**src/verilog/bpConfigPkg.sv**
```systemverilog
/*
 * Table sizes and PC bit positions for the branch predictor.
 * Modules refer to these by scoped name.
 */
`default_nettype none

package bpConfigPkg;

    localparam int pcWidth     = 32;
    localparam int bhtEntries  = 256;
    localparam int bhtBanks    = 4;
    localparam int bankDepth   = bhtEntries / bhtBanks;
    localparam int btbEntries  = 128;
    localparam int btbTagWidth = 23;
    localparam int rasDepth    = 32;
    localparam int rasPtrWidth = 5;

    // direction table: bank from pc[3:2], slot from pc[9:4]
    localparam int bankSelLsb    = 2;
    localparam int bankSelWidth  = $clog2(bhtBanks);
    localparam int slotLsb       = bankSelLsb + bankSelWidth;
    localparam int slotWidth     = $clog2(bankDepth);

    // target buffer: index pc[8:2], tag pc[31:9]
    localparam int btbIndexLsb   = 2;
    localparam int btbIndexWidth = $clog2(btbEntries);
    localparam int btbTagLsb     = btbIndexLsb + btbIndexWidth;

endpackage

`default_nettype wire

```
**src/verilog/bpTypesPkg.sv**
```systemverilog
/*
 * Branch kinds, counter encoding and the structs passed between
 * the predictor blocks.
 */
`default_nettype none

package bpTypesPkg;

    typedef enum logic [1:0] {
        kindNone   = 2'b00,
        kindReturn = 2'b01,
        kindJump   = 2'b10,
        kindCall   = 2'b11
    } branchKindT;

    // two-bit saturating direction counter
    typedef enum logic [1:0] {
        strongNot   = 2'b00,
        weakNot     = 2'b01,
        weakTaken   = 2'b10,
        strongTaken = 2'b11
    } counterT;

    typedef struct packed {
        logic                                 valid;
        logic [bpConfigPkg::btbTagWidth-1:0]  tag;
        branchKindT                           kind;
        logic [bpConfigPkg::pcWidth-1:0]      target;
    } btbEntryT;

    // resolved branch from execute
    typedef struct packed {
        logic [bpConfigPkg::pcWidth-1:0] pc;
        logic                            taken;
        logic                            uncond;
        branchKindT                      kind;
        logic [bpConfigPkg::pcWidth-1:0] target;
    } updateT;

    typedef struct packed {
        logic                            taken;
        logic                            hit;
        logic [bpConfigPkg::pcWidth-1:0] nextPc;
    } predictionT;

    // one-cycle write command into a single direction bank
    typedef struct packed {
        logic                              en;
        logic [bpConfigPkg::slotWidth-1:0] slot;
        logic                              taken;
        logic                              uncond;
    } bankWriteT;

endpackage

`default_nettype wire

```
**src/verilog/nextPcSelect.sv**
```systemverilog
/*
 * Combines bank direction bits, the BTB entry and the stack top
 * into the fetch prediction. Purely combinational.
 */
`timescale 1ns/1ps
`default_nettype none

module nextPcSelect (
    input  logic [bpConfigPkg::pcWidth-1:0]  fetchPc,
    input  logic [bpConfigPkg::bhtBanks-1:0] bankMsb,
    input  logic                             btbHit,
    input  bpTypesPkg::btbEntryT             btbEntry,
    input  logic [bpConfigPkg::pcWidth-1:0]  rasTop,
    output bpTypesPkg::predictionT           prediction
);

    logic [bpConfigPkg::bankSelWidth-1:0] bankSel;
    logic                                 dirTaken;

    assign bankSel  = fetchPc[bpConfigPkg::bankSelLsb +: bpConfigPkg::bankSelWidth];
    assign dirTaken = bankMsb[bankSel];

    always_comb begin
        prediction.taken  = dirTaken;
        prediction.hit    = btbHit;
        prediction.nextPc = fetchPc + 32'd4;
        if (btbHit && dirTaken) begin
            case (btbEntry.kind)
                bpTypesPkg::kindJump,
                bpTypesPkg::kindCall:   prediction.nextPc = btbEntry.target;
                bpTypesPkg::kindReturn: prediction.nextPc = rasTop;
                default:                prediction.nextPc = fetchPc + 32'd4;
            endcase
        end
    end

endmodule

`default_nettype wire

```
**config.mk**
```make
export PLATFORM = sky130hd
export DESIGN_NAME = nextPcSelect
export DESIGN_NICKNAME = d
export VERILOG_FILES = /design/src/verilog/bpConfigPkg.sv /design/src/verilog/bpTypesPkg.sv /design/src/verilog/nextPcSelect.sv
export SDC_FILE = /design/constraint.sdc
export NUM_CORES = 1
export LEC_CHECK = 0
export BUFFER_PORTS_ARGS = -buffer_cell sky130_fd_sc_hd__buf_4
export CORE_AREA = 2 2 64 81
export DETAILED_ROUTE_END_ITERATION = 7
export DIE_AREA = 0 0 66 83
export GPL_TIMING_DRIVEN = 0
export PLACE_DENSITY_LB_ADDON = 0.2
export RECOVER_POWER = 100
export REMOVE_ABC_BUFFERS = 1
export SYNTH_ARGS = -nofsm -noshare
export SYNTH_HDL_FRONTEND = slang
export SYNTH_SLANG_ARGS = --single-unit
export TNS_END_PERCENT = 1
```
**constraint.sdc**
```tcl
create_clock -name vclk -period 1.8
set_input_delay 0.18 -clock vclk [all_inputs]
set_output_delay 0.18 -clock vclk [all_outputs]
set_load 0.05 [all_outputs]
```
==> impl.org <==
** Global route
- The global routing stage identified its most utilized layer as met2.
- The number of global-route vias before repair came to 2,266.
- Global-route usage over all layers :: a little under a quarter
- After global routing the overflow that remains totals 0.
- Initial antenna violation count :: 0
- GR met2 Demand/Resource :: 44.3%
- For this run, global-route usage on met3 was measured as 2.03%.
- Global-route wire length before repair :: 10,500 um
- Entering global routing, the biggest net connects 28 pins.
- In the global route stage, met1 resource usage came out at 27.8%.

** Synth
- Fraction of synthesized area in multiplexers :: roughly 1.5%
- Adder-Cell Fraction of Synth Area :: less than 1%
- Most common library cells after synthesis :: sky130_fd_sc_hd__o22ai_1 (21), sky130_fd_sc_hd__a22oi_1 (15), sky130_fd_sc_hd__clkbuf_1 (12), sky130_fd_sc_hd__nand3_1 (12), sky130_fd_sc_hd__o211ai_1 (12)
- Averaged over all synthesized cells, the footprint is 6.90 sq um.
- sky130_fd_sc_hd__o22ai_1 takes more of the synthesized area than any other cell.
- Summing the areas of all compound-gate instances in the mapped netlist gives 49.7% of the synthesized area.
- Summing the areas of all and, or, nand and nor instances in the mapped netlist gives about a third of the synthesized area.
- The share of the Yosys chip area taken by registers is 0%.
- Among all cell types in the netlist, the one instantiated most often is sky130_fd_sc_hd__o22ai_1.
- The synthesized netlist contains 52 unique library cells.
- Post-synthesis instance area :: 1490 sq um
- In the post-synthesis netlist, the biggest area contributors are sky130_fd_sc_hd__o22ai_1 (8.8%), sky130_fd_sc_hd__a22oi_1 (7.6%), sky130_fd_sc_hd__o211ai_1 (6.0%).
- During synthesis, Yosys emitted a total of 0 warnings.
- Of the total synthesized cell area, the portion taken by XOR and XNOR cells is 6.46%.
- Synthesis handed over a netlist of 216 instances.
- By area, the combinational part of the netlist is dominated by compound AO/OA/AOI/OAI gates.
- Share of Yosys cell area claimed by the top area cell type :: 8.81%

** Final layout
- Cells fill 59.0% of the core in the end.
- Seq cells :: 0
- From synthesis to final layout, the design area changed by 85.6%.
- # diodes :: 0
- FF+latch area :: 0 sq um
- Fill cell instance count of the final layout :: about 480
- Share of post-route cells with drive strength above 1 :: approximately half
- After routing the design area is around 2800 sq um.
- In the final design database the tool counted 477 nets.
- Number of clock buffer instances in the layout :: 0
- Multi-input gate area :: 1490 sq um

** Floorplanning
- After floorplanning, the core was divided into 28 placement rows.
- Area of the die :: around 5500 sq um
- Std-Cell Core Area :: 4690 sq um
- Floorplan die width :: 66 um
- IO Count :: around 160
- The initial utilization of the core area, before any placement, comes to 31.8%.
- The die is 83 um tall.

** Run
- Across the run, the number of max-cap violations was 0.

** Power and ir drop
- VDD sags by at most 217 uV.
- Total power per unit cell area :: 364 nW/um^2
- For this design the static power due to leakage is 1.12 nW.
- Total power for the finished layout comes to 1.01 mW.

** Placed design
- Area of placed instances :: 2510 sq um
- During placement, the flow inserted port buffers numbering 137.
- At the end of routability-driven placement, the weighted congestion stood at 0.741.
- Post-detailed-placement half-perimeter wirelength :: 4790 um
- OpenSTA, run right after detailed placement, puts the worst setup slack at -0.596 ns.

** Timing
- Based on the critical path, the design can be clocked at up to 0.473 GHz.
- Setup repair after global routing could not meet its margin everywhere.
- Total setup violations reported at the end of the flow :: 19
- Setup tns final :: -3.66 ns
- In this run the tightest slew margin relative to its limit is 60.0%.
- Across all setup checks in the final design, the least slack found is -0.315 ns.
- The final count of pins violating max slew is 0.
- At the pin with the least slew margin, the transition time is 0.602 ns.
- Final hold violation count :: 0
- The worst path uses 117% of the clock period.
- The smallest clock period supported by the final layout is computed as approximately 2.1 ns.

** Routing
- After detailed routing, the average wire length per cell comes to 16.5 um.
- DRT iter0 DRCs :: roughly 130
- Summed over all layers, the routed wires come to between 6000 and 7000 um.
- Using the TritonRoute via totals, the vias-per-cell ratio works out to a little under 6.
- The first detailed-routing pass took 4 iterations.
- Number of vias in the routed layout :: 2,425
- The detail route stage leaves a number of antenna-violating nets equal to 0.
- For this run, design rule violations remaining after detail routing come to 0.

** Worst setup path
- The critical path is of the input port to primary output type.
- Of all nets on the critical path, the largest fanout is 7.
- Data required time of the critical path :: 1.62 ns
- The worst setup path is captured at a primary output.
- Data arrival at the endpoint of the critical path :: ~1.9 ns
- Startpoint kind of the worst setup timing path :: input port

** Clocking
- Post-CTS Hold Buffers :: 0

** Status
- The flow ran to the end, but the final reports show violations.
- Violated checks :: negative setup slack

** Hold path
- Hold WC Path Type :: input port to primary output
[area by class of cell]
type,instances,share of cell area (%)
Inverter,6,0.814
Multi-Input combinational cell,192,54.0
Timing Repair Buffer,149,42.5
Tap cell,60,2.71
[final timing paths]
check	slack, ns	depth (start not counted)	to	start
worst max-delay path	-0.31	6	prediction[31]	fetchPc[2]
worst min-delay path	0.75	3	prediction[2]	fetchPc[2]
[metrics by stage]
stage	hold WS, ns	std cells
2_1_floorplan	0.360	195
3_3_place_gp	0.685	392
3_5_place_dp	0.686	393
4_1_cts	0.712	407
5_1_grt	0.755	407
6_report	0.750	407
[kinds of logic after synthesis]
| family | after synthesis |
|---|---|
| buf+inv | 27 |
| simple gates | 79 |
| fa+ha+maj | 1 |
| xor+xnor | 11 |
| mux | 1 |
| compound gates | 97 |
[layout by cell type, fill, tap and decap left out, types with 2 or more instances in the layout]
| cell type | instances |
|---|---|
| sky130_fd_sc_hd__inv_1 | 5 |
| sky130_fd_sc_hd__a32oi_1 | 2 |
| sky130_fd_sc_hd__o22ai_1 | 18 |
| sky130_fd_sc_hd__nand4_1 | 6 |
| sky130_fd_sc_hd__o311a_1 | 4 |
| sky130_fd_sc_hd__nand4_4 | 2 |
| sky130_fd_sc_hd__o211ai_1 | 12 |
| sky130_fd_sc_hd__nor4_1 | 6 |
| sky130_fd_sc_hd__or4_1 | 4 |
| sky130_fd_sc_hd__nand2b_1 | 9 |
| sky130_fd_sc_hd__nor3_1 | 7 |
| sky130_fd_sc_hd__xor2_1 | 2 |
| sky130_fd_sc_hd__o22ai_2 | 3 |
| sky130_fd_sc_hd__nand3_1 | 10 |
| sky130_fd_sc_hd__a22o_1 | 9 |
| sky130_fd_sc_hd__o32ai_1 | 4 |
| sky130_fd_sc_hd__or3_1 | 3 |
| sky130_fd_sc_hd__nor2_1 | 7 |
| sky130_fd_sc_hd__and3_4 | 2 |
| sky130_fd_sc_hd__buf_4 | 135 |
| sky130_fd_sc_hd__o311ai_0 | 2 |
| sky130_fd_sc_hd__or4_4 | 4 |
| sky130_fd_sc_hd__o311ai_1 | 3 |
| sky130_fd_sc_hd__a21oi_1 | 9 |
| sky130_fd_sc_hd__nand2_1 | 8 |
| sky130_fd_sc_hd__buf_6 | 11 |
| sky130_fd_sc_hd__xnor2_1 | 9 |
| sky130_fd_sc_hd__a221o_1 | 5 |
| sky130_fd_sc_hd__a22oi_1 | 15 |
[worst max-delay path, cell delays in order]
cell	delay, ns
sky130_fd_sc_hd__buf_12	0.09
sky130_fd_sc_hd__mux4_2	0.54
sky130_fd_sc_hd__and3_4	0.21
sky130_fd_sc_hd__or4b_1	0.50
sky130_fd_sc_hd__o211ai_1	0.19
sky130_fd_sc_hd__buf_4	0.23
[report_power, final]
group / total (mW) / switching (mW) / internal [mW]
Combinational: 1.01 / 0.586 / 0.421
Sequential: 0 / 0 / 0
Clock: 0 / 0 / 0
[per-layer routing]
layer  vias to the layer above  share of wire (%)
met3                         2                8.5
met4                         0               0.22
met1                      1114                 39
met5                         -                  0
met2                       116                 52
li1                       1193                  -
[timing repair]
action	4_1_cts	5_1_grt
setup endpoints to repair	32	32
setup buffers	11	0
pin swaps	9	6
gates cloned	3	0
gates resized for setup	25	13
Power figures use the tool's default switching activity.
