**config.mk**
```make
export PLATFORM = sky130hd
export DESIGN_NAME = updateReceiver
export DESIGN_NICKNAME = d
export VERILOG_FILES = /design/src/verilog/bpConfigPkg.sv /design/src/verilog/bpTypesPkg.sv /design/src/verilog/updateReceiver.sv
export SDC_FILE = /design/constraint.sdc
export NUM_CORES = 1
export LEC_CHECK = 0
export ABC_CLOCK_PERIOD_IN_PS = 1800
export BUFFER_PORTS_ARGS = -buffer_cell sky130_fd_sc_hd__buf_4
export CAP_MARGIN = 20
export CORE_AREA = 2 2 79 81
export CTS_CLUSTER_DIAMETER = 50
export DETAILED_ROUTE_END_ITERATION = 6
export DIE_AREA = 0 0 81 83
export GPL_ROUTABILITY_DRIVEN = 0
export GPL_TIMING_DRIVEN = 0
export PLACE_DENSITY = 0.68
export SLEW_MARGIN = 20
export SYNTH_ARGS = -nofsm -noshare
export SYNTH_HDL_FRONTEND = slang
export SYNTH_SLANG_ARGS = --single-unit
```
**constraint.sdc**
```tcl
create_clock -name clk -period 1.8 [get_ports clk]
set_input_delay 0.18 -clock clk [delete_from_list [all_inputs] [get_ports clk]]
set_output_delay 0.18 -clock clk [all_outputs]
set_load 0.05 [all_outputs]
```
**src/verilog/bpConfigPkg.sv**
```systemverilog
/*
 * Table sizes and PC bit positions for the branch predictor.
 * Modules refer to these by scoped name.
 */
`default_nettype none

package bpConfigPkg;

    localparam int pcWidth     = 32;
    localparam int bhtEntries  = 256;
    localparam int bhtBanks    = 4;
    localparam int bankDepth   = bhtEntries / bhtBanks;
    localparam int btbEntries  = 128;
    localparam int btbTagWidth = 23;
    localparam int rasDepth    = 32;
    localparam int rasPtrWidth = 5;

    // direction table: bank from pc[3:2], slot from pc[9:4]
    localparam int bankSelLsb    = 2;
    localparam int bankSelWidth  = $clog2(bhtBanks);
    localparam int slotLsb       = bankSelLsb + bankSelWidth;
    localparam int slotWidth     = $clog2(bankDepth);

    // target buffer: index pc[8:2], tag pc[31:9]
    localparam int btbIndexLsb   = 2;
    localparam int btbIndexWidth = $clog2(btbEntries);
    localparam int btbTagLsb     = btbIndexLsb + btbIndexWidth;

endpackage

`default_nettype wire

```
**src/verilog/bpTypesPkg.sv**
```systemverilog
/*
 * Branch kinds, counter encoding and the structs passed between
 * the predictor blocks.
 */
`default_nettype none

package bpTypesPkg;

    typedef enum logic [1:0] {
        kindNone   = 2'b00,
        kindReturn = 2'b01,
        kindJump   = 2'b10,
        kindCall   = 2'b11
    } branchKindT;

    // two-bit saturating direction counter
    typedef enum logic [1:0] {
        strongNot   = 2'b00,
        weakNot     = 2'b01,
        weakTaken   = 2'b10,
        strongTaken = 2'b11
    } counterT;

    typedef struct packed {
        logic                                 valid;
        logic [bpConfigPkg::btbTagWidth-1:0]  tag;
        branchKindT                           kind;
        logic [bpConfigPkg::pcWidth-1:0]      target;
    } btbEntryT;

    // resolved branch from execute
    typedef struct packed {
        logic [bpConfigPkg::pcWidth-1:0] pc;
        logic                            taken;
        logic                            uncond;
        branchKindT                      kind;
        logic [bpConfigPkg::pcWidth-1:0] target;
    } updateT;

    typedef struct packed {
        logic                            taken;
        logic                            hit;
        logic [bpConfigPkg::pcWidth-1:0] nextPc;
    } predictionT;

    // one-cycle write command into a single direction bank
    typedef struct packed {
        logic                              en;
        logic [bpConfigPkg::slotWidth-1:0] slot;
        logic                              taken;
        logic                              uncond;
    } bankWriteT;

endpackage

`default_nettype wire

```
**src/verilog/updateReceiver.sv**
```systemverilog
/*
 * Four-phase slave for resolved branches from execute. Each handshake
 * yields one cycle of writes to a bank, the BTB and the return stack.
 */
`timescale 1ns/1ps
`default_nettype none

module updateReceiver (
    input  logic                                          clk,
    input  logic                                          resetn,
    input  bpTypesPkg::updateT                            update,
    input  logic                                          updateReq,
    output logic                                          updateAck,
    output bpTypesPkg::bankWriteT [bpConfigPkg::bhtBanks-1:0] bankWrite,
    output logic                                          btbWrEn,
    output logic [bpConfigPkg::btbIndexWidth-1:0]         btbWrIndex,
    output bpTypesPkg::btbEntryT                          btbWrData,
    output logic                                          rasPush,
    output logic                                          rasPop,
    output logic [bpConfigPkg::pcWidth-1:0]               rasPushData
);

    logic                                newRequest;
    logic [bpConfigPkg::bankSelWidth-1:0] bankSel;

    // req high with ack still low starts a handshake
    assign newRequest = updateReq && !updateAck;

    // ack follows req one edge later, rising on the write edge
    always_ff @(posedge clk) begin
        if (!resetn) begin
            updateAck <= 1'b0;
        end else begin
            updateAck <= updateReq;
        end
    end

    assign bankSel = update.pc[bpConfigPkg::bankSelLsb +: bpConfigPkg::bankSelWidth];

    always_comb begin
        for (int b = 0; b < bpConfigPkg::bhtBanks; b++) begin
            bankWrite[b].en     = newRequest && (int'(bankSel) == b);
            bankWrite[b].slot   = update.pc[bpConfigPkg::slotLsb +: bpConfigPkg::slotWidth];
            bankWrite[b].taken  = update.taken;
            bankWrite[b].uncond = update.uncond;
        end
    end

    // only taken branches of a known kind touch the BTB and stack
    assign btbWrEn    = newRequest && update.taken && (update.kind != bpTypesPkg::kindNone);
    assign btbWrIndex = update.pc[bpConfigPkg::btbIndexLsb +: bpConfigPkg::btbIndexWidth];

    assign btbWrData.valid  = 1'b1;
    assign btbWrData.tag    = update.pc[bpConfigPkg::btbTagLsb +: bpConfigPkg::btbTagWidth];
    assign btbWrData.kind   = update.kind;
    assign btbWrData.target = (update.kind == bpTypesPkg::kindReturn) ? '0 : update.target;

    assign rasPush     = btbWrEn && (update.kind == bpTypesPkg::kindCall);
    assign rasPop      = btbWrEn && (update.kind == bpTypesPkg::kindReturn);
    assign rasPushData = update.pc + 32'd8;

endmodule

`default_nettype wire
```
==> flow_summary.json, run 1 <==
{
  "floorplan.initialDensity_pct": 23.5,
  "switching_power_w": 0.000836,
  "clkPwrFrac_pct": 0,
  "worst_hold_path.endpoint": "updateAck",
  "min_period_ns": 1.72,
  "proportion_of_power_drawn_by_flip_flops_and_latches_pct": 1.8,
  "crit_type": "in -> out",
  "grt_remaining_overflow": 0,
  "synth-seq-cells": 1,
  "ir_drop_v": 0.000262,
  "place_area_um2": 3120,
  "cp_data_required_time_ns": 1.62,
  "place.detailed.hpwl_mm": 5.18,
  "hold_start": "resetn",
  "grt_start_max_net_pins": 11,
  "register_containing_the_most_flip_flops_in_the_final_layout": "updateAck",
  "dr.first_iter.drc_count": 22,
  "detail_route.wl_per_cell_um": 12.4,
  "post_route_antenna_net_violation_count": 0,
  "power.leakage_nw": 1.79,
  "syn_nets": 266,
  "port_buffers": 203,
  "yosysWarnings": 0,
  "final_cell_area_um2": 3270,
  "cap_violations": 0,
  "timing.final.hold_violations": 0,
  "critical_path.startpoint_type": "input port",
  "comb_power_share_pct": 98.2,
  "hold_path_class": "in -> reg",
  "drc_errors": 0,
  "global_route.usage.total_pct": 15.6,
  "largest_reg_flops": 1,
  "vias_in_the_first_global_route": 1794,
  "endpoint_kind": "output pin",
  "layout.cells.most_common": "sky130_fd_sc_hd__buf_4",
  "synth_area_leader_cell": "sky130_fd_sc_hd__buf_4",
  "core_region_area_um2": 5820,
  "critical_path_peak_fanout": 5,
  "whs_path_depth": 2,
  "die_height_um": 83,
  "num_antenna_cells": 0,
  "drv_slew": 0,
  "std_cell_rows": 28,
  "layout.cells.most_common_list": "sky130_fd_sc_hd__buf_4, sky130_fd_sc_hd__and2_1, sky130_fd_sc_hd__xnor2_2",
  "via_count": 1974,
  "timing.final.setup_violations": 0,
  "fin_nets": 478,
  "grt_first_pass_wirelength_mm": 8.63,
  "syn-instance-count": 194,
  "syn_area_um2": 1370,
  "clk_transition_reported_paths_ns": 0,
  "floorplan.io_pins": 208,
  "run_status": "finished, final reports clean",
  "antenna_found_initial": 0,
  "die_x_um": 81,
  "detail_route.vias_per_cell": 4.12,
  "synth.top_cells.by_area": "sky130_fd_sc_hd__buf_4, sky130_fd_sc_hd__and2_1, sky130_fd_sc_hd__xnor2_1",
  "holdBufCountCts": 0,
  "die_area_um2": 6720,
  "dr.pass1.iters": 4,
  "layout_cells_sized_above_1_pct": 75.5,
  "layout_worst_path_cycle_share_pct": 95.8,
  "postSynthAreaPerCell_um2": 7.04,
  "areaGrowthSynthToFinish_pct": 140,
  "power_report.internal_total_w": 0.000507,
  "fmax_mhz": 580,
  "sw_frac_of_total_pct": 62.2,
  "critical_path_arrival_ns": 1.54,
  "largestRegisters": "updateAck (1)",
  "route.final.wire_length_mm": 5.93,
  "ys_seq_area_share_pct": 1.47,
  "power_density_nw_per_um2": 410,
  "yosys.area.top_type_share_pct": 37.4,
  "grt_setup_unrepaired": "true",
  "final.hold.worst_slack_ns": 0.394,
  "synth_cell_types": 22
}
-- kinds of logic (layout without fill, tap and decap cells) --
group,after synthesis,in the layout,synth area share [%]
AOI/OAI and AO/OA,1,1,0.733
xor gates and xnor gates,27,27,17.3
adders and majority gates,1,1,0.916
buffers and inverters,72,282,38.5
DFF,1,1,1.47
other,1,1,0.274
and+or+nand+nor,91,91,40.8
-- layout make-up --
| cell class | instances | area [um^2] |
|---|---|---|
| fill | 578 | 2540 |
| timing repair buffer | 210 | 1620 |
| multi-input combinational | 121 | 1010 |
| buffer | 71 | 522 |
| tap | 75 | 93.8 |
| sequential | 1 | 20.0 |
| inverter | 1 | 3.75 |
-- power by group through the flow --
stage | Combinational (W) | Sequential, W | Clock, W
finish | 0.00132 | 0.0000244 | 0
global route | 0.00137 | 0.0000244 | 0
CTS | 0.00131 | 0.0000244 | 0
detailed placement | 0.00130 | 0.0000244 | 0
global placement | 0.00129 | 0.0000243 | 0
floorplan | 0.000848 | 0.0000286 | 0
-- worst max path at each step --
stage,from,end,cells after the start
6_report,update[39],rasPushData[31],7
5_1_grt,update[39],rasPushData[31],7
4_1_cts,update[41],rasPushData[24],6
3_5_place_dp,update[40],rasPushData[31],7
3_3_place_gp,update[40],rasPushData[31],7
2_1_floorplan,updateAck,rasPop,3
-- repair_timing --
item | in CTS | in global routing
endpoints found under the hold margin | 0 | 0
gates resized for setup | 5 | 16
endpoints found under the setup margin | 10 | 12
pin swaps | 2 | 10
buffers inserted | 1 | 6
cloned | 0 | 0
-- critical path, stage by stage --
cell and delay (ns):
sky130_fd_sc_hd__buf_12 0.09, sky130_fd_sc_hd__ha_4 0.15, sky130_fd_sc_hd__nand3_4 0.08, sky130_fd_sc_hd__nor4_4 0.37, sky130_fd_sc_hd__nand4_1 0.27, sky130_fd_sc_hd__xnor2_4 0.22, sky130_fd_sc_hd__buf_6 0.18
-- cells in the mapped netlist, drive strengths merged --
cell	count
nand2	10
xnor2	18
conb	1
clkbuf	3
nor2	6
nand3	14
and2	36
ha	1
o211a	1
nor3b	1
nand2b	1
nor3	4
and3	6
inv	1
and4	2
buf	68
nor4	2
dfxtp	1
xor2	9
nor2b	2
nand4	7
-- per-layer routing --
layer	share of wire (%)	vias up	GRT usage, %
li1	-	981	-
met1	31	875	15.3
met2	54	116	31.3
met3	15	2	6.20
met4	0.44	0	0.616
met5	0	-	0
-- stage by stage --
| stage | worst slack, ns | cells | setup TNS (ns) | utilization, % | total power (W) |
|---|---|---|---|---|---|
| final | 0.0758 | 479 | 0 | 56.3 | 0.00134 |
| after global routing | -0.0575 | 479 | -0.138 | 56.3 | 0.00140 |
| after CTS | 0.000212 | 473 | 0 | 54.1 | 0.00133 |
| after detailed placement | -0.295 | 472 | -1.25 | 53.7 | 0.00132 |
| after global placement | -0.292 | 472 | -1.25 | 53.7 | 0.00132 |
| after floorplan | -0.122 | 194 | -0.122 | - | 0.000877 |
Note: power is estimated with default switching activity, not from simulation.
==> inputs of run 2 (changes only) <==
==> constraint.sdc (replaced) <==
create_clock -name clk -period 1.8 [get_ports clk]
set_input_delay 0.36 -clock clk [delete_from_list [all_inputs] [get_ports clk]]
set_output_delay 0.36 -clock clk [all_outputs]
set_load 0.05 [all_outputs]
==> run 2 against run 1 <==
Against the previous run: core utilization is 12 points higher; largest power group unchanged; the run now ends with negative setup slack left; via count is 3.7% higher; critical path type unchanged; power grew 8.9%; highest routed layer unchanged; design area up 21%.
==> flow_summary.json, run 2 (synthesized netlist as in run 1, its figures left out) <==
{
  "run_status": "finished with violations",
  "failing_checks": "negative setup slack",
  "largest_reg_flops": 1,
  "fmax_mhz": 474,
  "timing.final.setup_violations": 17,
  "hold_path_class": "in -> reg",
  "critical_path.startpoint_type": "input port",
  "std_cell_rows": 28,
  "crit_type": "in -> out",
  "layout_cells_sized_above_1_pct": 84.4,
  "cp_data_required_time_ns": 1.44,
  "whs_path_depth": 2,
  "route.final.wire_length_mm": 7.02,
  "final.hold.worst_slack_ns": 0.581,
  "drv_slew": 0,
  "holdBufCountCts": 0,
  "switching_power_w": 0.000881,
  "power.leakage_nw": 2.06,
  "dr.first_iter.drc_count": 31,
  "grt_remaining_overflow": 0,
  "critical_path_arrival_ns": 1.75,
  "global_route.usage.total_pct": 19.0,
  "detail_route.vias_per_cell": 4.11,
  "min_period_ns": 2.11,
  "areaGrowthSynthToFinish_pct": 191,
  "die_area_um2": 6720,
  "sw_frac_of_total_pct": 60.3,
  "register_containing_the_most_flip_flops_in_the_final_layout": "updateAck",
  "multi_input_area_um2": 1410,
  "cap_violations": 0,
  "place.detailed.hpwl_mm": 5.53,
  "power_density_nw_per_um2": 368,
  "endpoint_kind": "output pin",
  "port_buffers": 203,
  "worst_hold_path.endpoint": "updateAck",
  "fin_tns_setup_ns": -3.36,
  "dr.pass1.iters": 4,
  "area.sequential_um2": 20.0,
  "drc_errors": 0,
  "die_x_um": 81,
  "fin_ws_ns": -0.308,
  "core_region_area_um2": 5820,
  "layout.cells.most_common_list": "sky130_fd_sc_hd__buf_4, sky130_fd_sc_hd__and2_1, sky130_fd_sc_hd__buf_6",
  "vias_in_the_first_global_route": 2128,
  "post_route_antenna_net_violation_count": 0,
  "clkPwrFrac_pct": 0,
  "detail_route.wl_per_cell_um": 14.1,
  "largestRegisters": "updateAck (1)",
  "grt_first_pass_wirelength_mm": 10.4,
  "fillerInstances": 478,
  "proportion_of_power_drawn_by_flip_flops_and_latches_pct": 1.7,
  "layout.cells.most_common": "sky130_fd_sc_hd__buf_4",
  "die_height_um": 83,
  "grt_start_max_net_pins": 11,
  "floorplan.initialDensity_pct": 23.5,
  "power_report.internal_total_w": 0.000581,
  "via_count": 2048,
  "hold_start": "resetn",
  "fin_nets": 497,
  "layout_worst_path_cycle_share_pct": 117,
  "comb_power_share_pct": 98.3,
  "floorplan.io_pins": 208,
  "grt_setup_unrepaired": "true",
  "clk_transition_reported_paths_ns": 0,
  "antenna_found_initial": 0,
  "critical_path_peak_fanout": 4,
  "num_antenna_cells": 0,
  "timing.final.hold_violations": 0,
  "ir_drop_v": 0.000275
}
[run 2: cell count changes in the layout (fill, tap and decap cells not counted), sizes merged]
cell / delta
buf: +19
[run 2: final cells by class]
class | count | area share (%)
sequential | 1 | 0.503
tap | 75 | 2.36
buffer | 71 | 13.2
timing repair buffer | 229 | 48.3
multi-input combinational | 121 | 35.5
inverter | 1 | 0.0944
[run 2: timing repair]
action / in CTS / in global routing
buffers inserted: 19 / 7
endpoints found under the setup margin: 21 / 50
pin swaps: 17 / 15
gates resized for setup: 65 / 22
cloned: 0 / 0
[run 2: critical path, stage by stage]
cell                      delay (ns)
sky130_fd_sc_hd__buf_12         0.07
sky130_fd_sc_hd__nand4_1        0.19
sky130_fd_sc_hd__nor4_4         0.43
sky130_fd_sc_hd__nand4_1        0.29
sky130_fd_sc_hd__xnor2_4        0.23
sky130_fd_sc_hd__buf_6          0.18
[run 2: how the worst max path moves through the flow]
stage,from,end,slack (ns)
6_report,update[46],rasPushData[24],-0.31
3_5_place_dp,update[42],rasPushData[23],-0.68
2_1_floorplan,update[42],rasPushData[31],-0.33
4_1_cts,update[40],rasPushData[31],-0.30
3_3_place_gp,update[42],rasPushData[23],-0.66
5_1_grt,update[46],rasPushData[24],-0.39
[run 2: stage by stage]
stage | area [um^2] | setup WS [ns] | utilization [%] | cells | total power [W]
2_1_floorplan | 1800 | -0.333 | - | 194 | 0.000907
3_3_place_gp | 3410 | -0.661 | 58.7 | 472 | 0.00136
3_5_place_dp | 3410 | -0.683 | 58.7 | 472 | 0.00137
4_1_cts | 3840 | -0.302 | 66.0 | 491 | 0.00145
5_1_grt | 3980 | -0.389 | 68.4 | 498 | 0.00152
6_report | 3980 | -0.308 | 68.4 | 498 | 0.00146
[run 2: power by group through the flow]
stage                     combinational [W]  sequential (W)  clock, W
after floorplan                    0.000878       0.0000286         0
after global placement              0.00134       0.0000244         0
after detailed placement            0.00135       0.0000244         0
after CTS                           0.00142       0.0000244         0
after global routing                0.00150       0.0000244         0
final                               0.00144       0.0000244         0
[run 2: per-layer routing]
layer | vias up | GRT usage [%] | part of all wire [%]
met5 | - | 0 | 0
met4 | 0 | 2.77 | 1.6
met3 | 8 | 3.59 | 9.2
met2 | 107 | 40.1 | 58
met1 | 917 | 18.4 | 31
li1 | 1016 | - | -
==> inputs of run 3 (changes only) <==
==> constraint.sdc (replaced) <==
create_clock -name clk -period 1.8 [get_ports clk]
set_input_delay 0.27 -clock clk [delete_from_list [all_inputs] [get_ports clk]]
set_output_delay 0.27 -clock clk [all_outputs]
set_load 0.05 [all_outputs]
==> run 3 against run 2 <==
Against the previous run: the run still ends with negative setup slack left; critical path depth increased by 3; core utilization is 3.5 points lower; worst setup slack gained 0.21 ns; first-iteration DRC count shrank 32%; combinational power decreased by 3%; sequential cell count stayed put; sequential power barely moved; fmax is 11% higher; via count barely moved; global-route usage shrank 0.57 points; design area shrank 5.2%; critical endpoint is now rasPushData[22]; highest routed layer unchanged.
==> flow_summary.json, run 3 (synthesized netlist as in run 1, its figures left out) <==
{
  "run_status": "finished with violations",
  "failing_checks": "negative setup slack",
  "num_antenna_cells": 0,
  "drc_errors": 0,
  "met2RoutedLength_mm": 3.85,
  "detailedPlace.worstSlack_ns": -0.450,
  "fmax_mhz": 526,
  "core_region_area_um2": 5820,
  "hold_path_class": "in -> reg",
  "layout_worst_path_cycle_share_pct": 106,
  "floorplan.io_pins": 208,
  "timing.final.setup_violations": 7,
  "ir_drop_v": 0.000208,
  "highest_layer": "met4",
  "clkPwrFrac_pct": 0,
  "cp_data_required_time_ns": 1.53,
  "critical_path.startpoint_type": "input port",
  "fin_ws_ns": -0.102,
  "port_buffers": 203,
  "fin_nets": 498,
  "route.final.wire_length_mm": 7.06,
  "die_x_um": 81,
  "dr.first_iter.drc_count": 21,
  "m1WireLength_mm": 2.36,
  "antenna_found_initial": 0,
  "grt_start_max_net_pins": 11,
  "crit_type": "in -> out",
  "layout.cells.most_common_list": "sky130_fd_sc_hd__buf_4, sky130_fd_sc_hd__and2_1, sky130_fd_sc_hd__buf_6",
  "power_report.internal_total_w": 0.000563,
  "final_cell_area_um2": 3770,
  "dr.pass1.iters": 4,
  "endpoint_kind": "output pin",
  "global_route.usage.total_pct": 18.5,
  "register_containing_the_most_flip_flops_in_the_final_layout": "updateAck",
  "timing.final.hold_violations": 0,
  "comb_power_share_pct": 98.3,
  "grt_first_pass_wirelength_mm": 9.98,
  "post_route_antenna_net_violation_count": 0,
  "critical_path_arrival_ns": 1.63,
  "largest_reg_flops": 1,
  "largestRegisters": "updateAck (1)",
  "clk_transition_reported_paths_ns": 0,
  "power_density_nw_per_um2": 379,
  "cap_violations": 0,
  "vias_in_the_first_global_route": 1880,
  "via_count": 2049,
  "layout.cells.most_common": "sky130_fd_sc_hd__buf_4",
  "die_height_um": 83,
  "power.leakage_nw": 1.99,
  "floorplan.initialDensity_pct": 23.5,
  "grt_setup_unrepaired": "true",
  "critical_path_peak_fanout": 6,
  "final.hold.worst_slack_ns": 0.485,
  "crit_path_start": "update[40]",
  "sw_frac_of_total_pct": 60.6,
  "fillerInstances": 527,
  "whs_path_depth": 2,
  "switching_power_w": 0.000865,
  "detail_route.vias_per_cell": 4.11,
  "std_cell_rows": 28,
  "met3_wirelength_um": 729,
  "fin_tns_setup_ns": -0.424,
  "drv_slew": 0,
  "die_area_um2": 6720,
  "proportion_of_power_drawn_by_flip_flops_and_latches_pct": 1.7,
  "layout_cells_sized_above_1_pct": 80.7,
  "grt_remaining_overflow": 0,
  "place.detailed.hpwl_mm": 5.58,
  "place_area_um2": 3220,
  "areaGrowthSynthToFinish_pct": 176,
  "crit_end": "rasPushData[22]",
  "min_period_ns": 1.90,
  "detail_route.wl_per_cell_um": 14.1
}
## run 3: power groups by stage
stage	combinational (W)	sequential [W]	clock [W]
CTS	0.00138	0.0000245	0
finish	0.00140	0.0000245	0
detailed placement	0.00132	0.0000245	0
floorplan	0.000859	0.0000286	0
global route	0.00146	0.0000247	0
global placement	0.00131	0.0000244	0
## run 3: worst min path at each step
stage              start        end  slack, ns
2_1_floorplan  updateReq  updateAck       0.39
3_3_place_gp      resetn  updateAck       0.48
3_5_place_dp      resetn  updateAck       0.48
4_1_cts           resetn  updateAck       0.48
5_1_grt           resetn  updateAck       0.49
6_report          resetn  updateAck       0.48
## run 3: repair_timing
action	in CTS	in global routing
gates resized for setup	45	31
hold buffers	0	0
endpoints found under the setup margin	18	18
setup buffers	20	9
pin swaps	15	18
## run 3: metrics by stage
stage	utilization [%]	std cells	total power (W)
global route	64.8	499	0.00148
detailed placement	55.3	472	0.00134
finish	64.8	499	0.00143
global placement	55.3	472	0.00134
floorplan	-	194	0.000888
CTS	61.7	492	0.00141
## run 3: routing by layer
metal,vias to the layer above,GRT usage [%]
met2,110,36.5
met5,-,0
li1,1016,-
met1,915,19.8
met4,0,3.08
met3,8,3.48
## run 3: worst max-delay path, stage by stage
cell	delay (ns)
sky130_fd_sc_hd__buf_12	0.08
sky130_fd_sc_hd__buf_6	0.12
sky130_fd_sc_hd__nand3_4	0.12
sky130_fd_sc_hd__nor4_4	0.34
sky130_fd_sc_hd__buf_4	0.17
sky130_fd_sc_hd__buf_4	0.11
sky130_fd_sc_hd__nand3_4	0.08
sky130_fd_sc_hd__xnor2_2	0.17
sky130_fd_sc_hd__buf_6	0.18
## run 3: area by class of cell
cell class	instances	area, um^2	area share, %
multi-input combinational	121	1190	31.5
timing repair buffer	230	1940	51.5
buffer	71	522	13.8
inverter	1	3.75	0.0995
tap	75	93.8	2.49
sequential	1	20.0	0.531
