### src/verilog/bpConfigPkg.sv
/*
 * Table sizes and PC bit positions for the branch predictor.
 * Modules refer to these by scoped name.
 */
`default_nettype none

package bpConfigPkg;

    localparam int pcWidth     = 32;
    localparam int bhtEntries  = 256;
    localparam int bhtBanks    = 4;
    localparam int bankDepth   = bhtEntries / bhtBanks;
    localparam int btbEntries  = 128;
    localparam int btbTagWidth = 23;
    localparam int rasDepth    = 32;
    localparam int rasPtrWidth = 5;

    // direction table: bank from pc[3:2], slot from pc[9:4]
    localparam int bankSelLsb    = 2;
    localparam int bankSelWidth  = $clog2(bhtBanks);
    localparam int slotLsb       = bankSelLsb + bankSelWidth;
    localparam int slotWidth     = $clog2(bankDepth);

    // target buffer: index pc[8:2], tag pc[31:9]
    localparam int btbIndexLsb   = 2;
    localparam int btbIndexWidth = $clog2(btbEntries);
    localparam int btbTagLsb     = btbIndexLsb + btbIndexWidth;

endpackage

`default_nettype wire

### src/verilog/bpTypesPkg.sv
/*
 * Branch kinds, counter encoding and the structs passed between
 * the predictor blocks.
 */
`default_nettype none

package bpTypesPkg;

    typedef enum logic [1:0] {
        kindNone   = 2'b00,
        kindReturn = 2'b01,
        kindJump   = 2'b10,
        kindCall   = 2'b11
    } branchKindT;

    // two-bit saturating direction counter
    typedef enum logic [1:0] {
        strongNot   = 2'b00,
        weakNot     = 2'b01,
        weakTaken   = 2'b10,
        strongTaken = 2'b11
    } counterT;

    typedef struct packed {
        logic                                 valid;
        logic [bpConfigPkg::btbTagWidth-1:0]  tag;
        branchKindT                           kind;
        logic [bpConfigPkg::pcWidth-1:0]      target;
    } btbEntryT;

    // resolved branch from execute
    typedef struct packed {
        logic [bpConfigPkg::pcWidth-1:0] pc;
        logic                            taken;
        logic                            uncond;
        branchKindT                      kind;
        logic [bpConfigPkg::pcWidth-1:0] target;
    } updateT;

    typedef struct packed {
        logic                            taken;
        logic                            hit;
        logic [bpConfigPkg::pcWidth-1:0] nextPc;
    } predictionT;

    // one-cycle write command into a single direction bank
    typedef struct packed {
        logic                              en;
        logic [bpConfigPkg::slotWidth-1:0] slot;
        logic                              taken;
        logic                              uncond;
    } bankWriteT;

endpackage

`default_nettype wire

### src/verilog/bhtBank.sv
/*
 * One bank of two-bit direction counters. Lookup gives the counter MSB,
 * a write command applies the saturating or unconditional rule.
 */
`timescale 1ns/1ps
`default_nettype none

module bhtBank (
    input  logic                              clk,
    input  logic                              resetn,
    input  logic [bpConfigPkg::slotWidth-1:0] lookupSlot,
    output logic                              counterMsb,
    input  bpTypesPkg::bankWriteT             write
);

    logic [bpConfigPkg::slotWidth-1:0] rdSlot;
    bpTypesPkg::counterT               current;
    bpTypesPkg::counterT               nextCounter;

    // the update slot borrows the read port for its write cycle
    assign rdSlot = write.en ? write.slot : lookupSlot;

    directMapTable #(
        .entryT     (bpTypesPkg::counterT),
        .depth      (bpConfigPkg::bankDepth),
        .resetValue (bpTypesPkg::strongNot)
    ) u_table (
        .clk     (clk),
        .resetn  (resetn),
        .rdIndex (rdSlot),
        .rdData  (current),
        .wrEn    (write.en),
        .wrIndex (write.slot),
        .wrData  (nextCounter)
    );

    always_comb begin
        if (write.uncond) begin
            nextCounter = bpTypesPkg::strongTaken;
        end else if (write.taken) begin
            nextCounter = (current == bpTypesPkg::strongTaken) ? bpTypesPkg::strongTaken
                        : bpTypesPkg::counterT'(current + 2'd1);
        end else begin
            nextCounter = (current == bpTypesPkg::strongNot) ? bpTypesPkg::strongNot
                        : bpTypesPkg::counterT'(current - 2'd1);
        end
    end

    // upper bit says taken
    assign counterMsb = current[1];

endmodule

`default_nettype wire

### src/verilog/directMapTable.sv
/*
 * Indexed storage with a combinational read and a clocked write.
 * The entry type is a parameter, so banks and the BTB share it.
 */
`timescale 1ns/1ps
`default_nettype none

module directMapTable #(
    parameter type entryT = logic [7:0],
    parameter int depth = 16,
    parameter entryT resetValue = entryT'(0)
) (
    input  logic                     clk,
    input  logic                     resetn,
    input  logic [$clog2(depth)-1:0] rdIndex,
    output entryT                    rdData,
    input  logic                     wrEn,
    input  logic [$clog2(depth)-1:0] wrIndex,
    input  entryT                    wrData
);

    entryT mem [depth];

    always_ff @(posedge clk) begin
        if (!resetn) begin
            for (int i = 0; i < depth; i++) begin
                mem[i] <= resetValue;
            end
        end else if (wrEn) begin
            mem[wrIndex] <= wrData;
        end
    end

    assign rdData = mem[rdIndex];

endmodule

`default_nettype wire

### config.mk
export PLATFORM = sky130hd
export DESIGN_NAME = bhtBank
export DESIGN_NICKNAME = d
export VERILOG_FILES = /design/src/verilog/bpConfigPkg.sv /design/src/verilog/bpTypesPkg.sv /design/src/verilog/bhtBank.sv /design/src/verilog/directMapTable.sv
export SDC_FILE = /design/constraint.sdc
export NUM_CORES = 1
export LEC_CHECK = 0
export BUFFER_PORTS_ARGS = -buffer_cell sky130_fd_sc_hd__buf_4
export CAP_MARGIN = 30
export CELL_PAD_IN_SITES_DETAIL_PLACEMENT = 1
export CELL_PAD_IN_SITES_GLOBAL_PLACEMENT = 1
export CORE_MARGIN = 5
export CORE_UTILIZATION = 50
export CTS_CLUSTER_SIZE = 20
export DETAILED_ROUTE_END_ITERATION = 7
export PLACE_DENSITY = 0.84
export SKIP_LAST_GASP = 1
export SLEW_MARGIN = 10
export SYNTH_ARGS = -nofsm -noshare
export SYNTH_HDL_FRONTEND = slang
export SYNTH_SLANG_ARGS = --single-unit
### constraint.sdc
create_clock -name clk -period 3.11 [get_ports clk]
set_input_delay 0.1555 -clock clk [delete_from_list [all_inputs] [get_ports clk]]
set_output_delay 0.1555 -clock clk [all_outputs]
set_load 0.02 [all_outputs]
==> results of run 1 <==
## worst max-delay path: stages, from the launching register on
cell and delay [ns]:
edfxtp_1 0.35, nand2b_1 0.06, a22oi_1 0.27, o21ai_0 0.14, o31ai_1 0.45, nor4_2 0.11, buf_4 0.16, nor4_4 0.39
buf_12 0.18, a211oi_4 0.05, buf_4 0.18, buf_12 0.15, nor3_1 0.23
## routing by layer
metal  GRT usage  vias to the layer above  part of all wire
met3      0.0774                      125             0.085
met4       0.175                        0             0.049
li1            -                     3245                 -
met1       0.388                     3789              0.38
met2       0.518                      460              0.48
met5           0                        -                 0
## cell usage after synthesis, types with 12 or more instances
cell and number:
nand2_1 145, edfxtp_1 128, nor2_1 80, a211oi_2 61, nor3_2 60, nand2b_1 52, o22ai_1 38, o21ai_0 35
a22oi_1 34, clkbuf_1 30, buf_2 27, a21oi_1 16, buf_6 16, nand3_1 15, nor3_1 12
## stage by stage
stage	instances	total power [mW]	util	hold WS [ns]	TNS, ns
finish	1120	5.18	0.601	0.416	0
global route	1120	5.31	0.601	0.418	0
detailed placement	1087	3.01	0.563	0.855	-39.97
global placement	1087	2.97	0.563	0.788	-21.56
CTS	1119	5.15	0.600	0.379	0
floorplan	849	2.60	-	0.445	0
## area by class of cell
| type | count | area share |
|---|---|---|
| sequential | 128 | 0.385 |
| tap | 220 | 0.0276 |
| clock inverter | 15 | 0.0192 |
| timing repair buffer | 96 | 0.105 |
| inverter | 10 | 0.00376 |
| clock buffer | 17 | 0.0427 |
| multi-input combinational | 634 | 0.416 |
## cells by family (layout without fill, tap and decap cells)
family | Yosys count | count (layout)
mux | 6 | 6
compound gates | 226 | 226
flops | 128 | 128
buf+inv | 87 | 138
simple gates | 402 | 402
## report_power, final
part           switching (mW)  internal [mW]
Combinational           0.692          0.351
Sequential             0.0287           1.95
Clock                   0.821           1.33
## what timing repair did
action	in CTS	in global routing
gates resized for setup	0	1
setup endpoints to repair	0	123
endpoints found under the hold margin	0	0
## worst min path at each step
stage	start	to	slack (ns)	cells past startpoint
2_1_floorplan	write[1]	u_table.mem[35][0]$_SDFFCE_PN0P_	0.45	2
3_3_place_gp	write[4]	u_table.mem[38][0]$_SDFFCE_PN0P_	0.79	4
3_5_place_dp	write[4]	u_table.mem[38][1]$_SDFFCE_PN0P_	0.86	4
4_1_cts	write[4]	u_table.mem[36][1]$_SDFFCE_PN0P_	0.38	5
5_1_grt	write[4]	u_table.mem[39][1]$_SDFFCE_PN0P_	0.42	4
6_report	write[7]	u_table.mem[36][1]$_SDFFCE_PN0P_	0.42	5
==> metrics.cfg, run 1 <==
[worst_setup_path]
cp-end-kind = register
r2r_cells = 12
worstPathMaxFanout = 13
crit_path_start_kind = register
critical_path_required_ns = 3.36
arrival_ns = 3.18
reg2reg_to = u_table.mem[37][0]$_SDFFCE_PN0P_
r2r_start = u_table.mem[8][1]$_SDFFCE_PN0P_
critPathLaunch = u_table.mem[8][1]$_SDFFCE_PN0P_
timing.critical_path.to = u_table.mem[37][0]$_SDFFCE_PN0P_
critical_path_class = reg -> reg
regToRegSetupSlack_ns = 0.18

[layout]
final_area_um2 = 9970
nFillCells = 1808
drive_above_1_share = 0.292
top_register = u_table.mem
multi_input_area_um2 = 4150
fin_nets = 904
mostFrequentLayoutCells = 145 x nand2_1, 128 x edfxtp_1, 79 x nor2_1
final_common_cell = nand2_1
reg_top3 = u_table.mem x128
largest_reg_flops = 128
regArea_um2 = 3840
diodes = 0
syn_to_final_growth_pct = 17.8

[sta]
min_period_ns = 2.93
max_freq_mhz = 342
fin_crit_sh = 0.941
rsz0062_at_grt = false
final_hold_viol_count = 0
clock_skew_ns = 0.0128
setup_viol = 0
worst_slew_pin_slew_ns = 0.820
setup_slack_ns = 0.183
drv_slew = 0
max-slew-margin-rel = 0.453

[synthesis]
yosys.area.top_type = edfxtp_1
synth_area_leaders = edfxtp_1 45%, a211oi_2 9.0%, nor3_2 7.1%
synthArstFlopShare = 0
synth.distinct_cells = 50
synthCells = 849
synthXorXnorAreaFrac = 0
synth_top_family_by_area = simple AND/OR/NAND/NOR gates
synthFlopType = edfxtp_1
ys_seq_area_frac = 0.454
syn_area_um2 = 8470
synth_simple_gate_area_share = 0.259
synth-edff-count = 128
synth.area.mux_share = 0.00798
synth_top_area_frac = 0.454
yosys.area_share.adder = 0
synth_compound_area_frac = 0.221
yosys_warnings = 0
synth_nets = 866
ys_seq_elements = 128
syn_area_per_cell_um2 = 9.97

[drt]
drt_iter0_drc = 813
detail_route.wl_per_cell_um = 27.6
drc = 0
via_per_inst = 6.80
dr.pass1.iters = 5
vias = 7619
postRouteAntennaNets = 0
wl_mm = 30.9

[power_and_ir_drop]
worst_ir_drop_vdd_uv = 450
p_leak_nw = 3.50
p_per_area_nw_per_um2 = 519

[cts]
cts_made_buffers = 17
cts-root-buf = clkbuf_16
insertion_delay_ns = 0.45
clk_pin_slew_ns = 0.06
clockBufferDepth = 2
cts_sinks = 128
post_cts_buffers = 0
h-tree-depth = 4
ctsHoldBuffers = 0
cts_tree = yes

[die]
fp.dieW_um = 140
row_count = 47
die-area_um2 = 19600
chipHeight_um = 140
fp.coreArea_um2 = 16600
start_util = 0.511
pin_count = 18

[global_route]
grt_pass1_vias = 8224
grt_usage = 0.318
grt_pass1_wl_mm = 47.8
grt_overflow = 0
antenna_found_initial = 0
grt_max_degree = 66

[placed_design]
hpwlAfterDp_mm = 20.4
placed_area_um2 = 9340
place_ws_ns = -0.347
numPortBuffers = 17
routabilityCongestion = 0.912

[hold_path]
hold_class = in -> reg

[job]
maxCapViolCount = 0

[status]
status = completed

(Power assumes the default switching activity.)
==> run 2: changes to the inputs <==
--- a/config.mk
+++ b/config.mk
@@ -13,9 +13,10 @@
 export CORE_UTILIZATION = 50
 export CTS_CLUSTER_SIZE = 20
 export DETAILED_ROUTE_END_ITERATION = 7
-export PLACE_DENSITY = 0.84
+export PLACE_DENSITY = 0.82
 export SKIP_LAST_GASP = 1
 export SLEW_MARGIN = 10
 export SYNTH_ARGS = -nofsm -noshare
 export SYNTH_HDL_FRONTEND = slang
+export SYNTH_HIERARCHICAL = 1
 export SYNTH_SLANG_ARGS = --single-unit
==> run 2 against run 1 <==
  * Sequential power about the same
  * First-iteration DRC count fell by 43%
  * Worst setup slack better by 0.23 ns
  * Global-route usage fell by 7.7 points
  * Worst hold slack lost 0.084 ns
  * Via count decreased by 38%
  * Utilization shrank 0.97 points
  * Cell area shrank 21%
  * Clock power decreased by 6%
  * Critical endpoint is now u_table/mem[52][0]$_SDFFCE_PN0P_
  * Largest power group unchanged
  * Highest routed layer unchanged
==> metrics.cfg, run 2 <==
[status]
status = completed

[drt]
vias = 4745  ; -38%
wl_mm = 18.3  ; -41%
via_per_inst = 6.10  ; -10%
dr.pass1.iters = 5  ; unchanged
detail_route.wl_per_cell_um = 23.5  ; -15%
drt_iter0_drc = 466  ; -43%
postRouteAntennaNets = 0  ; unchanged
drc = 0  ; unchanged

[cts]
cts_tree = yes
clockBufferDepth = 2  ; unchanged
ctsResizeCount = 0  ; unchanged
h-tree-depth = 4  ; unchanged
ctsHoldBuffers = 0  ; unchanged
insertion_delay_ns = 0.43  ; -0.02 ns
cts_made_buffers = 17  ; unchanged
clk_pin_slew_ns = 0.05  ; about the same
post_cts_buffers = 0  ; unchanged
cts_sinks = 128  ; unchanged
cts-root-buf = clkbuf_16

[placed_design]
routabilityCongestion = 0.789  ; -14%
hpwlAfterDp_mm = 12.0  ; -41%
numPortBuffers = 17  ; unchanged
placed_area_um2 = 7240  ; -23%

[synthesis]
synth-edff-count = 128  ; unchanged
synthArstFlopShare = 0  ; unchanged
syn_area_per_cell_um2 = 11.7  ; +17%
synth_area_leaders = edfxtp_1 57%, and3_1 11%, mux4_2 9.7%
synth_common_cells = 128 x edfxtp_1, 127 x nand2_1, 122 x and3_1
ys_seq_area_frac = 0.571  ; +0.117
ys_seq_elements = 128  ; unchanged
yosys.area.top_type = edfxtp_1
synth.distinct_cells = 38  ; -24%
synth_nets = 593  ; -32%
synth.most_common_cell = edfxtp_1
yosys_warnings = 6  ; +6
synth_top_area_frac = 0.571  ; +0.117
syn_area_um2 = 6740  ; -20%
synthCells = 576  ; -32%
synthFlopType = edfxtp_1

[worst_setup_path]
critPathLaunch = write[8]
worstPathMaxFanout = 48  ; +35
critical_path_class = in -> reg
critical_path_required_ns = 3.38  ; +0.02 ns
arrival_ns = 2.97  ; -0.21 ns
crit_path_start_kind = input pin
r2r_start = u_table/mem[27][0]$_SDFFCE_PN0P_
cp-end-kind = register

[global_route]
grt_overflow = 0  ; unchanged
grt_pass1_wl_mm = 28.9  ; -39%
grt_max_degree = 66  ; unchanged
grt_usage = 0.241  ; -0.0773
antenna_found_initial = 0  ; unchanged
grt_pass1_vias = 5132  ; -38%

[layout]
top_register = u_table/mem
reg_top3 = u_table/mem x128
mostFrequentLayoutCells = 128 x edfxtp_1, 127 x nand2_1, 122 x and3_1
final_common_cell = edfxtp_1
syn_to_final_growth_pct = 16.3
largest_reg_flops = 128  ; unchanged
drive_above_1_share = 0.213  ; -0.0796
final_area_um2 = 7830  ; -21%
fin_nets = 606  ; -33%
diodes = 0  ; unchanged

[sta]
tns_ns = 0  ; unchanged
clock_skew_ns = 0.0103  ; -0.00241 ns
fin_crit_sh = 0.866  ; -0.0754
final_hold_viol_count = 0  ; unchanged
drv_slew = 0  ; unchanged
setup_viol = 0  ; unchanged
rsz0062_at_grt = false
worst_slew_pin_slew_ns = 0.778  ; -0.0417 ns
max_freq_mhz = 371  ; +8.7%
min_period_ns = 2.69  ; -0.235 ns
max-slew-margin-rel = 0.481  ; +0.0278

[die]
start_util = 0.509  ; -0.00187
fp.dieW_um = 126  ; -10%
die-area_um2 = 15900  ; -19%
fp.coreArea_um2 = 13200  ; -20%
pin_count = 18  ; unchanged
row_count = 42  ; -11%
chipHeight_um = 126  ; -10%

[power_and_ir_drop]
p_leak_nw = 3.37  ; -3.8%
p_per_area_nw_per_um2 = 580  ; +12%
worst_ir_drop_vdd_uv = 399  ; -11%

[hold_path]
hold_class = in -> reg
worstHoldStart = write[4]

[job]
maxCapViolCount = 0  ; unchanged

## run 2: final timing paths
check                                     endpoint  slack, ns  depth (start not counted)
setup / recovery  u_table/mem[52][0]$_SDFFCE_PN0P_       0.42                         15
hold / removal     u_table/mem[8][0]$_SDFFCE_PN0P_       0.33                          3
setup reg to reg  u_table/mem[28][1]$_SDFFCE_PN0P_       0.42                          9
hold reg to reg   u_table/mem[49][0]$_SDFFCE_PN0P_       1.75                          8
## run 2: per-stage QoR
stage               std cells  hold WS [ns]  power (mW)  setup slack [ns]  utilization
global route              778         0.330        4.71             0.228        0.592
detailed placement        746         0.755        2.55            0.0579        0.547
floorplan                 576         0.497        2.32             0.140            -
CTS                       778         0.300        4.58             0.394        0.592
finish                    778         0.332        4.54             0.417        0.592
global placement          746         0.731        2.53             0.155        0.547
## run 2: final cells by class
class	instances	area, um^2
fillers	1355	5410
flip-flops and latches	128	3840
multi-input cells	384	2670
repair buffers	57	503
clock buffers	18	429
well taps	176	220
clock inverters	14	166
inverters	1	3.75
## run 2: cell families (layout without fill, tap and decap cells)
logic type      after synthesis  after routing  synth area share
mux                          41             41             0.119
simple gates                310            310             0.236
buf+inv                      64             90            0.0409
compound gates               33             33            0.0332
flops                       128            128             0.571
## run 2: report_power, final
part           leakage, nW  switching [mW]  internal, mW
clock                0.275           0.762          1.25
combinational         1.77           0.330         0.219
sequential            1.33          0.0218          1.96
## run 2: layer usage
layer | up-vias | global-route usage | routed length (um)
met5 | - | 0 | 0
met4 | 0 | 0.0927 | 427
met3 | 31 | 0.0567 | 888
met2 | 130 | 0.413 | 9590
met1 | 2429 | 0.295 | 7400
li1 | 2155 | - | -
## run 2: critical path, stage by stage
cell      delay (ns)
buf_4           0.14
mux2_4          0.34
buf_12          0.17
buf_4           0.15
nand2b_1        0.10
buf_4           0.13
nor3b_1         0.04
a311oi_1        0.35
a311oi_1        0.17
a311oi_2        0.28
nor2_1          0.09
buf_4           0.16
a21oi_4         0.20
buf_12          0.22
and3_1          0.23
==> run 3: changes to the inputs <==
==> constraint.sdc (replaced) <==
create_clock -name clk -period 3.11 [get_ports clk]
set_input_delay 0.1555 -clock clk [delete_from_list [all_inputs] [get_ports clk]]
set_output_delay 0.1555 -clock clk [all_outputs]
set_load 0.005 [all_outputs]
==> run 3 against run 2 <==
  * Count of clock-buffer cells in the layout is 2 higher
  * Register-to-register slack lost 0.04 ns
  * Utilization is 0.99 points lower
  * Global-route usage down 1.1 points
  * Cell area decreased by 1.7%
  * Worst hold slack improved by 0.013 ns
  * First-iteration DRC count up 10%
  * Flip-flop and latch count did not move
  * Die area is the same
  * Final cell count down 1.5%
  * Routed wire length fell by 3.8%
  * Worst setup slack lost 0.099 ns
  * Largest power group is now registers
==> metrics.cfg, run 3 (synthesized netlist as in run 2, its figures left out) <==
[die]
start_util = 0.509  ; unchanged
chipHeight_um = 126  ; unchanged
die-area_um2 = 15900  ; unchanged
fp.coreArea_um2 = 13200  ; unchanged
fp.dieW_um = 126  ; unchanged
row_count = 42  ; unchanged
pin_count = 18  ; unchanged

[cts]
cts_tree = yes
clk_pin_slew_ns = 0.06  ; about the same
post_cts_buffers = 0  ; unchanged
cts_made_buffers = 17  ; unchanged
cts_sinks = 128  ; unchanged
cts-root-buf = clkbuf_16
ctsHoldBuffers = 0  ; unchanged
h-tree-depth = 4  ; unchanged
ctsResizeCount = 0  ; unchanged
clockBufferDepth = 2  ; unchanged
insertion_delay_ns = 0.41  ; -0.02 ns

[power_and_ir_drop]
seqPwrFrac = 0.456  ; +0.021
p_per_area_nw_per_um2 = 563  ; -3.0%
clkPwrFrac = 0.422  ; -0.022
combPwrFrac = 0.122  ; about the same
netSwitchingFraction = 0.235  ; -0.0104
power.switching_mw = 1.02  ; -8.7%
internal-power_mw = 3.32  ; -3.3%
p_leak_nw = 3.31  ; -1.9%
worst_ir_drop_vdd_uv = 374  ; -6.3%

[status]
status = completed

[global_route]
antenna_found_initial = 0  ; unchanged
grt_pass1_vias = 5062  ; -1.4%
grt_pass1_wl_mm = 27.9  ; -3.6%
grt_overflow = 0  ; unchanged
grt_max_degree = 66  ; unchanged
grt_usage = 0.229  ; -0.0115

[worst_setup_path]
cp_cell_sequence = buf_4 > buf_4 > mux2_4 > nand2b_1 > a2111oi_0 > a311oi_1 > a311oi_1 > a311oi_1 > nor2_1 > a21oi_4 > buf_4 > and2_1
cp_slowest_stage_delay_ns = 0.48  ; +0.13 ns
cpMaxStageDelayCell = a2111oi_0
reg2reg_to = u_table/mem[9][1]$_SDFFCE_PN0P_
regToRegSetupSlack_ns = 0.38  ; -0.04 ns
r2r_cells = 9  ; unchanged
timing.critical_path.to = u_table/mem[9][1]$_SDFFCE_PN0P_
crit_path_start_kind = input pin
crit_family = compound AO/OA/AOI/OAI gates
cp-end-kind = register
critPathLaunch = write[8]
cp_num_buf_inv = 3  ; -3
r2r_start = u_table/mem[15][1]$_SDFFCE_PN0P_
path_depth = 12  ; -3
arrival_ns = 2.95  ; -0.02 ns
worstPathMaxFanout = 16  ; -67%
critical_path_class = in -> reg
critical_path_required_ns = 3.26  ; -0.12 ns

[sta]
drv_slew = 0  ; unchanged
clock_skew_ns = 0.0106  ; +0.000215 ns
max_freq_mhz = 358  ; -3.5%
rsz0062_at_grt = false
final_hold_viol_count = 0  ; unchanged
worst_slew_pin_slew_ns = 0.857  ; +0.0790 ns
tns_ns = 0  ; unchanged
setup_slack_ns = 0.318  ; -0.0988 ns
setup_viol = 0  ; unchanged
max-slew-margin-rel = 0.426  ; -0.0548
fin_crit_sh = 0.898  ; +0.0318
min_period_ns = 2.79  ; +0.0988 ns

[placed_design]
place_ws_ns = 0.0154  ; -0.0425 ns
numPortBuffers = 17  ; unchanged
hpwlAfterDp_mm = 11.2  ; -6.5%
routabilityCongestion = 0.778  ; -1.4%

[drt]
vias = 4704  ; -0.86%
via_per_inst = 6.14  ; +0.69%
detail_route.wl_per_cell_um = 23.0  ; -2.3%
dr.pass1.iters = 5  ; unchanged
drc = 0  ; unchanged
drt_iter0_drc = 514  ; +10%
postRouteAntennaNets = 0  ; unchanged
wl_mm = 17.6  ; -3.8%

[layout]
diodes = 0  ; unchanged
fin_nets = 596  ; -1.7%
reg_top3 = u_table/mem x128
final_common_cell = edfxtp_1
syn_to_final_growth_pct = 14.3
top_register = u_table/mem
drive_above_1_share = 0.188  ; -0.0245
largest_reg_flops = 128  ; unchanged
mostFrequentLayoutCells = 128 x edfxtp_1, 127 x nand2_1, 122 x and3_1

[hold_path]
hold_class = in -> reg

[job]
maxCapViolCount = 0  ; unchanged

[run 3: cell count changes in the layout (fill, tap and decap cells not counted), moves of 2 or more]
cell | previous run | this run
clkbuf_1 | 1 | 3
clkinv_1 | 3 | 5
clkinv_4 | 3 | 0
buf_4 | 51 | 40
clkinvlp_4 | 4 | 1
clkinv_2 | 0 | 2
[run 3: per-stage QoR]
stage / util / total power, mW / instances / hold WS (ns) / area [um^2]
after floorplan: - / 2.32 / 576 / 0.497 / 6740
after global placement: 0.541 / 2.51 / 736 / 0.737 / 7170
after CTS: 0.582 / 4.35 / 766 / 0.327 / 7700
final: 0.582 / 4.33 / 766 / 0.345 / 7700
after detailed placement: 0.541 / 2.53 / 736 / 0.752 / 7170
after global routing: 0.582 / 4.48 / 766 / 0.337 / 7700
[run 3: power by group through the flow]
| stage | clock network [mW] | registers (mW) | logic, mW |
|---|---|---|---|
| finish | 1.83 | 1.98 | 0.530 |
| global route | 1.93 | 1.98 | 0.569 |
| CTS | 1.85 | 1.98 | 0.529 |
| detailed placement | 0 | 2.01 | 0.519 |
| global placement | 0 | 2.01 | 0.504 |
| floorplan | 0 | 2.00 | 0.317 |
[run 3: area by class of cell]
| cell class | count | area [um^2] |
|---|---|---|
| clock buffer | 20 | 437 |
| clock inverter | 10 | 96.3 |
| fill | 1342 | 5540 |
| inverter | 1 | 3.75 |
| multi-input combinational | 384 | 2660 |
| sequential | 128 | 3840 |
| tap | 176 | 220 |
| timing repair buffer | 47 | 440 |
[run 3: tightest hold or removal path: stages]
cell and delay [ns]:
buf_4 0.17, nor4_1 0.11, and2_1 0.16
[run 3: how the worst min path moves through the flow]
| stage | from | endpoint | slack, ns | cells past startpoint |
|---|---|---|---|---|
| global route | write[4] | u_table/mem[8][0]$_SDFFCE_PN0P_ | 0.34 | 3 |
| finish | write[4] | u_table/mem[8][0]$_SDFFCE_PN0P_ | 0.34 | 3 |
| detailed placement | write[4] | u_table/mem[8][0]$_SDFFCE_PN0P_ | 0.75 | 3 |
| global placement | write[4] | u_table/mem[8][0]$_SDFFCE_PN0P_ | 0.74 | 3 |
| CTS | write[4] | u_table/mem[8][0]$_SDFFCE_PN0P_ | 0.33 | 3 |
| floorplan | write[8] | u_table/mem[22][0]$_SDFFCE_PN0P_ | 0.50 | 2 |
[run 3: layer usage]
metal / up-vias / wire, um / track usage
met3: 40 / 942 / 0.0487
met2: 156 / 8970 / 0.387
met4: 0 / 506 / 0.0953
li1: 2127 / - / -
met5: - / 0 / 0
met1: 2381 / 7180 / 0.287
